### config.mk
export PLATFORM = sky130hd
export DESIGN_NAME = dcp_top
export DESIGN_NICKNAME = d
export VERILOG_FILES = /design/src/verilog/dcp_pkg.sv /design/src/verilog/dcp_cmd_decoder.sv /design/src/verilog/dcp_reg_dump.sv /design/src/verilog/dcp_tx_formatter.sv /design/src/verilog/dcp_reg_file.sv /design/src/verilog/dcp_top.sv
export SDC_FILE = /design/constraint.sdc
export NUM_CORES = 2
export LEC_CHECK = 0
export ABC_AREA = 1
export BUFFER_PORTS_ARGS = -buffer_cell sky130_fd_sc_hd__buf_4
export CORE_UTILIZATION = 53
export CTS_BUF_LIST = sky130_fd_sc_hd__clkbuf_8 sky130_fd_sc_hd__clkbuf_16
export DETAILED_ROUTE_END_ITERATION = 8
export PLACE_DENSITY_LB_ADDON = 0.08
export SYNTH_ARGS = -nofsm -noshare
export SYNTH_HDL_FRONTEND = slang
export SYNTH_SLANG_ARGS = --single-unit
export TNS_END_PERCENT = 30
### constraint.sdc
create_clock -name clk -period 3.2 [get_ports clk]
set_input_delay 0 -clock clk [delete_from_list [all_inputs] [get_ports clk]]
set_output_delay 0 -clock clk [all_outputs]
set_load 0.1 [all_outputs]
### src/verilog/dcp_pkg.sv
package dcp_pkg;

    // Widths with a meaning of their own.
    typedef logic [7:0]  char_t;     // One ASCII byte.
    typedef logic [31:0] word_t;     // One register value.
    typedef logic [4:0]  reg_addr_t; // Register index.
    typedef logic [7:0]  cmd_t;      // Held command letter.

    // Command codes are the ASCII letters themselves.
    localparam cmd_t cmd_none     = 8'h00;
    localparam cmd_t cmd_reg_dump = 8'h52; // R.

    // Literal characters of the dump format.
    localparam char_t chr_eq = 8'h3D;
    localparam char_t chr_cr = 8'h0D;
    localparam char_t chr_lf = 8'h0A;

    // Bases for digits and letters in printed values.
    localparam char_t chr_0 = 8'h30;
    localparam char_t chr_a = 8'h41;

endpackage

### src/verilog/dcp_cmd_decoder.sv
module dcp_cmd_decoder import dcp_pkg::*; (
    input  logic  clk,
    input  logic  rstn,
    input  logic  rx_valid,
    input  char_t rx_data,
    input  logic  finish,
    output cmd_t  sel_mode,
    output logic  busy
);

    logic known_cmd;
    logic idle;

    // Only listed commands get latched.
    always_comb begin
        case (rx_data)
            cmd_reg_dump: known_cmd = 1'b1;
            default:      known_cmd = 1'b0;
        endcase
    end

    assign idle = (sel_mode == cmd_none);

    always_ff @(posedge clk or negedge rstn) begin
        if (!rstn) begin
            sel_mode <= cmd_none;
        end else if (finish) begin
            sel_mode <= cmd_none; // Command done.
        end else if (rx_valid && known_cmd && idle) begin
            sel_mode <= cmd_t'(rx_data);
        end
    end

    assign busy = !idle;

    // The running command may only finish while one is held.
    a_finish_when_busy: assert property (
        @(posedge clk) disable iff (!rstn)
        finish |-> busy
    );

endmodule

### src/verilog/dcp_reg_dump.sv
module dcp_reg_dump import dcp_pkg::*; #(
    parameter cmd_t cmd_code = cmd_reg_dump
) (
    input  logic      clk,
    input  logic      rstn,
    input  cmd_t      sel_mode,
    output logic      finish,
    output logic      req_tx,
    output logic      type_tx,
    output word_t     dout_tx,
    input  logic      ack_tx,
    output reg_addr_t rf_addr,
    input  word_t     rf_data
);

    typedef enum logic [2:0] {
        INIT,
        PRINT_R,
        PRINT_ADDR,
        PRINT_EQ,
        FETCH,
        PRINT_DATA,
        NEXT,
        FINISH
    } state_t;

    state_t    state;
    reg_addr_t reg_cnt;
    logic      eol;      // Set once CR is out, LF follows.
    word_t     data_q;
    char_t     addr_chr;

    always_ff @(posedge clk or negedge rstn) begin
        if (!rstn) begin
            state   <= INIT;
            req_tx  <= 1'b0;
            finish  <= 1'b0;
            reg_cnt <= '0;
            eol     <= 1'b0;
        end else begin
            finish <= 1'b0;
            if (sel_mode != cmd_code) begin
                // Command withdrawn, abandon the dump.
                state   <= INIT;
                req_tx  <= 1'b0;
                reg_cnt <= '0;
                eol     <= 1'b0;
            end else begin
                case (state)
                    INIT: begin
                        req_tx  <= 1'b0;
                        reg_cnt <= '0;
                        eol     <= 1'b0;
                        if (!finish)
                            state <= PRINT_R; // Wait out our own finish pulse.
                    end
                    PRINT_R: begin
                        req_tx <= !ack_tx;
                        if (ack_tx)
                            state <= PRINT_ADDR;
                    end
                    PRINT_ADDR: begin
                        req_tx <= !ack_tx;
                        if (ack_tx)
                            state <= PRINT_EQ;
                    end
                    PRINT_EQ: begin
                        req_tx <= !ack_tx;
                        if (ack_tx)
                            state <= FETCH;
                    end
                    FETCH: begin
                        state <= PRINT_DATA;
                    end
                    PRINT_DATA: begin
                        req_tx <= !ack_tx;
                        if (ack_tx)
                            state <= NEXT;
                    end
                    NEXT: begin
                        reg_cnt <= reg_cnt + 5'd1;
                        state   <= (&reg_cnt) ? FINISH : PRINT_R; // Wraps after 31.
                    end
                    FINISH: begin
                        req_tx <= !ack_tx;
                        if (ack_tx) begin
                            if (eol) begin
                                eol    <= 1'b0;
                                finish <= 1'b1;
                                state  <= INIT;
                            end else begin
                                eol <= 1'b1;
                            end
                        end
                    end
                    default: state <= INIT;
                endcase
            end
        end
    end

    // Snapshot so the word stays put while it is printed.
    always_ff @(posedge clk) begin
        if (state == FETCH)
            data_q <= rf_data;
    end

    assign rf_addr = reg_cnt;

    assign addr_chr = (reg_cnt < 5'd10) ? chr_0 + char_t'(reg_cnt)
                                        : chr_a + char_t'(reg_cnt - 5'd10);

    always_comb begin
        type_tx = 1'b0;
        case (state)
            PRINT_R:    dout_tx = word_t'(cmd_code); // Line starts with the command letter.
            PRINT_ADDR: dout_tx = word_t'(addr_chr);
            PRINT_EQ:   dout_tx = word_t'(chr_eq);
            PRINT_DATA: begin
                type_tx = 1'b1;
                dout_tx = data_q;
            end
            FINISH:     dout_tx = word_t'(eol ? chr_lf : chr_cr);
            default:    dout_tx = '0;
        endcase
    end

    // Ack only answers a pending request, one item at a time.
    a_req_drops_after_ack: assert property (
        @(posedge clk) disable iff (!rstn)
        ack_tx |-> req_tx ##1 !req_tx
    );

endmodule

### src/verilog/dcp_tx_formatter.sv
module dcp_tx_formatter import dcp_pkg::*; (
    input  logic  clk,
    input  logic  rstn,
    input  logic  req_tx,
    input  logic  type_tx,
    input  word_t dout_tx,
    output logic  ack_tx,
    output logic  tx_start,
    output char_t tx_data,
    input  logic  tx_busy
);

    typedef enum logic [1:0] {
        IDLE,
        WAIT_FREE,
        SEND,
        HOLD
    } state_t;

    state_t     state;
    word_t      shift_q;
    logic       word_q;    // Item is a hex word.
    logic       done_q;    // Last byte of the item went out.
    logic [2:0] digit_cnt;
    logic       last_byte;

    function automatic char_t hex_char(input logic [3:0] nib);
        char_t c;
        if (nib < 4'd10)
            c = chr_0 + char_t'(nib);
        else
            c = chr_a + char_t'(nib - 4'd10); // Uppercase A to F.
        return c;
    endfunction

    always_ff @(posedge clk or negedge rstn) begin
        if (!rstn) begin
            state     <= IDLE;
            word_q    <= 1'b0;
            done_q    <= 1'b0;
            digit_cnt <= '0;
        end else begin
            case (state)
                IDLE: begin
                    if (req_tx) begin
                        word_q    <= type_tx;
                        done_q    <= 1'b0;
                        digit_cnt <= '0;
                        state     <= tx_busy ? WAIT_FREE : SEND;
                    end
                end
                WAIT_FREE: begin
                    if (!tx_busy)
                        state <= SEND;
                end
                SEND: begin
                    digit_cnt <= digit_cnt + 3'd1;
                    done_q    <= last_byte;
                    state     <= HOLD;
                end
                HOLD: begin
                    // Busy rises in this cycle, so it is not looked at here.
                    state <= done_q ? IDLE : WAIT_FREE;
                end
                default: state <= IDLE;
            endcase
        end
    end

    always_ff @(posedge clk) begin
        if (state == IDLE && req_tx)
            shift_q <= dout_tx;
        else if (state == SEND)
            shift_q <= {shift_q[27:0], 4'h0}; // Next digit to the top.
    end

    assign last_byte = !word_q || (digit_cnt == 3'd7);

    assign tx_start = (state == SEND);
    assign ack_tx   = (state == SEND) && last_byte;
    assign tx_data  = word_q ? hex_char(shift_q[31:28]) : shift_q[7:0];

    // Transmitter must never see a start while it is still busy.
    a_no_start_when_busy: assert property (
        @(posedge clk) disable iff (!rstn)
        tx_start |-> !tx_busy
    );

endmodule

### src/verilog/dcp_reg_file.sv
module dcp_reg_file import dcp_pkg::*; (
    input  logic      clk,
    input  logic      rstn,
    input  logic      wr_en,
    input  reg_addr_t wr_addr,
    input  word_t     wr_data,
    input  reg_addr_t rd_addr,
    output word_t     rd_data
);

    word_t regs [0:31];

    always_ff @(posedge clk or negedge rstn) begin
        if (!rstn) begin
            for (int i = 0; i < 32; i++)
                regs[i] <= '0;
        end else if (wr_en && (wr_addr != '0)) begin
            regs[wr_addr] <= wr_data; // x0 is hardwired.
        end
    end

    // Debug port, combinational.
    assign rd_data = (rd_addr == '0) ? '0 : regs[rd_addr];

endmodule

### src/verilog/dcp_top.sv
module dcp_top import dcp_pkg::*; (
    input  logic      clk,
    input  logic      rstn,
    input  logic      rx_valid,
    input  char_t     rx_data,
    output logic      busy,
    input  logic      wr_en,
    input  reg_addr_t wr_addr,
    input  word_t     wr_data,
    output logic      tx_start,
    output char_t     tx_data,
    input  logic      tx_busy
);

    cmd_t      sel_mode;
    logic      finish;
    reg_addr_t rf_addr;
    word_t     rf_data;
    logic      req_tx;
    logic      type_tx;
    word_t     dout_tx;
    logic      ack_tx;

    dcp_cmd_decoder u_cmd_decoder (
        .clk      (clk),
        .rstn     (rstn),
        .rx_valid (rx_valid),
        .rx_data  (rx_data),
        .finish   (finish),
        .sel_mode (sel_mode),
        .busy     (busy)
    );

    dcp_reg_dump #(
        .cmd_code (cmd_reg_dump)
    ) u_reg_dump (
        .clk      (clk),
        .rstn     (rstn),
        .sel_mode (sel_mode),
        .finish   (finish),
        .req_tx   (req_tx),
        .type_tx  (type_tx),
        .dout_tx  (dout_tx),
        .ack_tx   (ack_tx),
        .rf_addr  (rf_addr),
        .rf_data  (rf_data)
    );

    dcp_tx_formatter u_tx_formatter (
        .clk      (clk),
        .rstn     (rstn),
        .req_tx   (req_tx),
        .type_tx  (type_tx),
        .dout_tx  (dout_tx),
        .ack_tx   (ack_tx),
        .tx_start (tx_start),
        .tx_data  (tx_data),
        .tx_busy  (tx_busy)
    );

    dcp_reg_file u_reg_file (
        .clk     (clk),
        .rstn    (rstn),
        .wr_en   (wr_en),
        .wr_addr (wr_addr),
        .wr_data (wr_data),
        .rd_addr (rf_addr),
        .rd_data (rf_data)
    );

endmodule

### After elaboration in Yosys (flattened, before gate mapping)

Cells that the tools add are included.

| word-level totals | value |
|---|---|
| bits in registers | 1114 |
| latch bits | 0 |
| RAM bits | 0 |
| bits in read-only memories | 0 |
| bits of input ports | 50 |
| word-level logic and storage cells | 157 |
| memories | 0 |

| operators by class | value |
|---|---|
| add/sub/neg operators | 8 |
| multipliers | 0 |
| div/mod/pow operators | 0 |
| $lt $le $gt $ge | 5 |
| equality and inequality tests | 22 |
| shifts and indexed selects | 0 |
| muxes and demuxes | 48 |
| bitwise gates (word level) | 2 |
| reductions and logical operators | 28 |

Operator list:

| cell | number |
|---|---|
| 1024-bit bitwise mux | 1 |
| 32-bit binary-select mux with 5-bit select | 1 |
| 32-bit demux with 5-bit select | 1 |
| 32-bit two-way mux | 5 |
| 32-bit one-hot mux with 5 select lines | 1 |
| 8-bit two-way mux | 5 |
| 3-bit two-way mux | 11 |
| 3-bit one-hot mux with 8 select lines | 1 |
| 3-bit by 1-bit inequality test with 1-bit output, second input constant | 6 |
| 7-bit by 8-bit adder with 8-bit output, first input constant | 2 |
| 3-bit == test, second input constant | 5 |
| 6-bit greater-or-equal comparator, second input constant | 2 |
| 1-bit two-way mux | 12 |
| 5-bit inverter with 6-bit output | 2 |
| 5-bit one-hot mux with 2 select lines | 1 |
| 3-bit nonzero test | 3 |
| 8-bit by 7-bit == test with 1-bit output, second input constant | 1 |
| 8-bit zero test | 1 |
| 8-bit by 7-bit inequality test with 1-bit output, second input constant | 1 |
| 2-bit one-hot mux with 4 select lines | 1 |
| 2-bit AND reduction | 4 |
| 6-bit by 4-bit adder with 7-bit output, first input constant | 1 |
| 6-bit by 5-bit adder with 7-bit output, first input constant | 1 |
| 7-bit AND reduction | 1 |
| 27 further kinds | 43 |

### Longest topological paths before layout

| logic depth | value |
|---|---|
| word-level depth | 6 |
| gate-level depth with buffers | 14 |
| depth with buffers taken out | 11 |

### By module

A second synthesis with hierarchy kept.

| unflattened totals | value |
|---|---|
| cell total of the unflattened synthesis | 6366 |
| area, all modules | 51379.3 um^2 |

Modules (own cells, without submodules):

| module | instances | cells an instance | area each (um^2) | sequential area each (um^2) |
|---|---|---|---|---|
| dcp_reg_file | 1 | 5888 | 46728.6 | 25624.6 |
| dcp_reg_dump | 1 | 255 | 2222.1 | 1236.2 |
| dcp_tx_formatter | 1 | 182 | 2089.5 | 1136.1 |
| dcp_cmd_decoder | 1 | 41 | 339.1 | 200.2 |

### Worst setup path before layout

Ideal clock, no wire load.

| path | value |
|---|---|
| path kind | flip-flop to output port |
| start point | register u_tx_formatter.shift_q[29] |
| end point | output port tx_data[1] |
| data arrival time | 3.142 ns |
| required time | 3.200 ns |
| path slack | 0.058 ns |
| cell stages (with the launch flop) | 8 |
| path through | edfxtp_1 -> inv_1 -> ha_1 -> inv_1 -> ha_1 -> inv_1 -> nor2_1 -> o21ai_0 |

| on the way | value |
|---|---|
| cells in the longest elaborated chain, start to end | 4 |
| elaborated cells between the ends (all ways) | 6 |
| those cells by class | 3 x add/sub; 1 x order compare; 2 x mux |

RTL lines:

| item | line | text |
|---|---|---|
| from (decl) | dcp_tx_formatter.sv:21 | `word_t shift_q;` |
| from (signal assigned) | dcp_tx_formatter.sv:72 | `shift_q <= dout_tx;` |
| from (signal assigned) | dcp_tx_formatter.sv:74 | `shift_q <= {shift_q[27:0], 4'h0};` |
| 4-bit by 4-bit subtractor with 5-bit output | dcp_tx_formatter.sv:32 | `c = chr_a + char_t'(nib - 4'd10);` |
| 7-bit by 8-bit adder with 8-bit output | dcp_tx_formatter.sv:32 |  |
| 8-bit two-way mux (*) | dcp_tx_formatter.sv:29 | `if (nib < 4'd10)` |
| 8-bit two-way mux (*) | dcp_tx_formatter.sv:81 | `assign tx_data = word_q ? hex_char(shift_q[31:28]) : shift_q[7:0];` |
| to (decl) | dcp_top.sv:11 | `output char_t tx_data,` |

Every way passes the cells marked *; elsewhere a longest branch is shown, timed or not.

### Worst setup path after layout

| path | value |
|---|---|
| start point | register u_tx_formatter.shift_q[29] |
| end point | output port tx_data[2] |

Same word-level chain as after synthesis.

==> flow_metrics.tcl <==
set metrics [dict create \
    outcome "finished clean" \
    avgViaCountPerCell 5.651 \
    cts_buffer_depth 3 \
    grt_max_degree 170 \
    wl_met1_um 72710 \
    vias 43350 \
    core_area_um2 95150 \
    critPathSlowestCell "edfxtp_1" \
    p_leak_nw 27.53 \
    tritoncts "built" \
    fillCellCount 8579 \
    synth_area_leaders "dfrtp_1 (52%), nand2_1 (15%), o21ai_0 (13%)" \
    instances_no_fill 7671 \
    period_share_pct 81.51 \
    path_clk_slew_ns 0.06 \
    yosys.cell_types.count 34 \
    hold_viol 0 \
    ys_ff_latch 1114 \
    top_layer_used "met5" \
    clock-sinks 1114 \
    dieArea_um2 97480 \
    fp.dieH_um 312.2 \
    place_congestion 0.8896 \
    peakVddDrop_mv 0.4578 \
    setup_slack_ns 0.5917 \
    synth_top_area_share_pct 51.52 \
    timing.fmax_mhz 383.4 \
    worstPathArrival_ns 2.61 \
    root_buffer "clkbuf_16" \
    drv_slew 0 \
    ant_nets 0 \
    die_w_um 312.2 \
    htree_num_levels 3 \
    min_path_type "in -> reg" \
    synthTopCellsByCount "nand2_1 (2084), o21ai_0 (1278), dfrtp_1 (1050), nor2_1 (656), clkbuf_1 (374)" \
    drt_pass1_iterations 6 \
    setup_viol 0 \
    clkLatencyLatePin_ns 0.72 \
    post-place-ws_ns 0.6725 \
    drive_gt1_share_pct 6.931 \
    cp_max_fo 5 \
    whs_ns 0.08359 \
    initialDrtViolationCount 4776 \
    skew_ns 0.02880 \
    layout_min_cycle_time_ns 2.608 \
    grt_pass1_vias 41020 \
    drv_cap 0 \
    hpwl_um 93810 \
    grt_usage_pct 33.65 \
    route.detailed.drc 0 \
    tns_ns 0 \
    powerDensity_nw_per_um2 711.4 \
    initial_utilization_pct 53.60 \
    slowest_delay_ns 0.41 \
    crit_top_cell "inv_1" \
    async_reset_ff_share_pct 94.25 \
    drt_wl_total_um 162600 \
    antennaDiodeCount 0 \
    area_growth_pct 12.22 \
    wire_per_inst_um 21.19 \
    syn_inst 6444 \
    yosysSeqAreaShare_pct 55.29 \
    cp-start-kind "flip-flop" \
    portBuffers 59 \
    synth_edf_count 64 \
    post-synth-top-count-cell "nand2_1" \
    ys.flop_type "dfrtp_1" \
    grt_pass1_wl_um 252500 \
    io_pins 60 \
    cts_buffers 119 \
    synth.net_count 6511 \
    wl_met3_um 11980 \
    crit_type "reg -> out" \
    wl_met2_um 73400 \
    fin_util_pct 60.15 \
    crit_required_ns 3.20 \
    rsz0062_at_grt "no" \
    synth.avg_cell_area_um2 7.915 \
    relSlewSlack_pct 19.53 \
    post_cts_buffers 0 \
    ys_warn_count 0 \
    synth_top_area_cell "dfrtp_1" \
    rows 113 \
    crit_path_end_kind "output pin" \
    layout.nets 6369 \
    dp_cells 7402 \
    grt-ovfl-total 0 \
    tightestPinTransition_ns 1.207 \
    syn_area_um2 51000 \
    crit_chain "inv_1, ha_1, inv_1, ha_1, inv_1, a21oi_1, o21ai_0, a22oi_1, buf_4" \
    antenna_found_initial 1 \
]
worst paths after layout:
| check | endpoint | slack, ns | from | depth (start not counted) |
|---|---|---|---|---|
| max | tx_data[2] | 0.59 | u_tx_formatter.shift_q[29] | 9 |
| min | u_reg_file.regs[340] | 0.08 | wr_data[20] | 4 |
| max reg2reg | u_reg_dump.data_q[30] | 0.69 | u_reg_dump.rf_addr[0] | 6 |
| min reg2reg | u_reg_file.regs[1014] | 0.37 | u_reg_file.regs[1014] | 0 |
| max in group asynchronous | u_reg_file.regs[966] | 2.43 | rstn | 4 |
| min in group asynchronous | u_reg_file.regs[271] | 0.13 | rstn | 3 |
final cells by class:
class                   count  area (um2)  area share [%]
clock buffers             147        3386           5.916
clock inverters            78       743.2           1.299
inverters                 341        1295           2.263
multi-input cells        4491       19600           34.24
flip-flops and latches   1114       28200           49.28
well taps                1265        1583           2.765
repair buffers            235        2425           4.237
layer usage:
metal / global-route usage, % / vias to the layer above
met2: 52.54 / 1691
met3: 4.333 / 275
met5: 0 / -
met4: 9.559 / 2
met1: 49.43 / 21040
li1: - / 20340
kinds of logic (layout without fill, tap and decap cells):
family | Yosys count | count (layout) | share of synthesized area, %
xor+xnor | 4 | 4 | 0.06870
fa+ha+maj | 17 | 17 | 0.4170
flops | 1114 | 1114 | 55.29
simple gates | 2935 | 2935 | 22.27
buf+inv | 839 | 801 | 6.464
mux | 2 | 2 | 0.03925
compound gates | 1533 | 1533 | 15.46
flip-flops by register name (all words and copies together), names as in the netlist:
register	flops
u_cmd_decoder.sel_mode	8
u_reg_dump.finish	1
u_tx_formatter.done_q	1
u_reg_dump.state	3
u_reg_dump.eol	1
u_reg_dump.data_q	32
u_reg_dump.req_tx	1
u_tx_formatter.state	2
u_tx_formatter.shift_q	32
u_reg_dump.rf_addr	5
u_tx_formatter.digit_cnt	3
u_reg_file.regs	1024
u_tx_formatter.word_q	1
worst max-delay path: cells and delay by family, from the launching register on:
| family | cells | cell delay (ns) |
|---|---|---|
| buf+inv | 4 | 0.61 |
| compound gates | 3 | 0.45 |
| fa+ha+maj | 2 | 0.44 |
| flops | 1 | 0.41 |
timing repair:
item	CTS	global route
endpoints found under the hold margin	738	0
gates resized for setup	0	0
hold buffers	44	0
per-stage QoR:
step | instance area, um2 | total power [W]
2_1_floorplan | 51000 | 0.02391
3_3_place_gp | 52650 | 0.02613
3_5_place_dp | 52650 | 0.02638
4_1_cts | 57230 | 0.04083
5_1_grt | 57230 | 0.04286
6_report | 57230 | 0.04072
placed cells by master, fill, tap and decap left out, drive strengths merged:
cell type / instances
bufinv: 13
mux2i: 2
buf: 192
nor4: 1
inv: 368
nand3b: 1
clkinvlp: 2
edfxtp: 64
xor2: 2
dlygate4sd3: 43
nand2: 2084
nand4: 5
nor3: 13
o211ai: 77
a22o: 1
a211oi: 1
or2: 1
nand3: 168
nor3b: 2
a31oi: 1
ha: 17
o21ai: 1376
xnor2: 2
clkinv: 36
a22oi: 3
a21oi: 71
dfrtp: 1050
o22ai: 3
nor2: 660
clkbuf: 147
power by group:
part / internal [W] / leakage, nW / switching (W)
Sequential: 0.0171 / 14.0 / 0.00140
Clock: 0.00851 / 2.16 / 0.00591
Combinational: 0.00259 / 11.4 / 0.00519
Total: 0.0282 / 27.5 / 0.0125
Note: power is estimated with default switching activity, not from simulation.
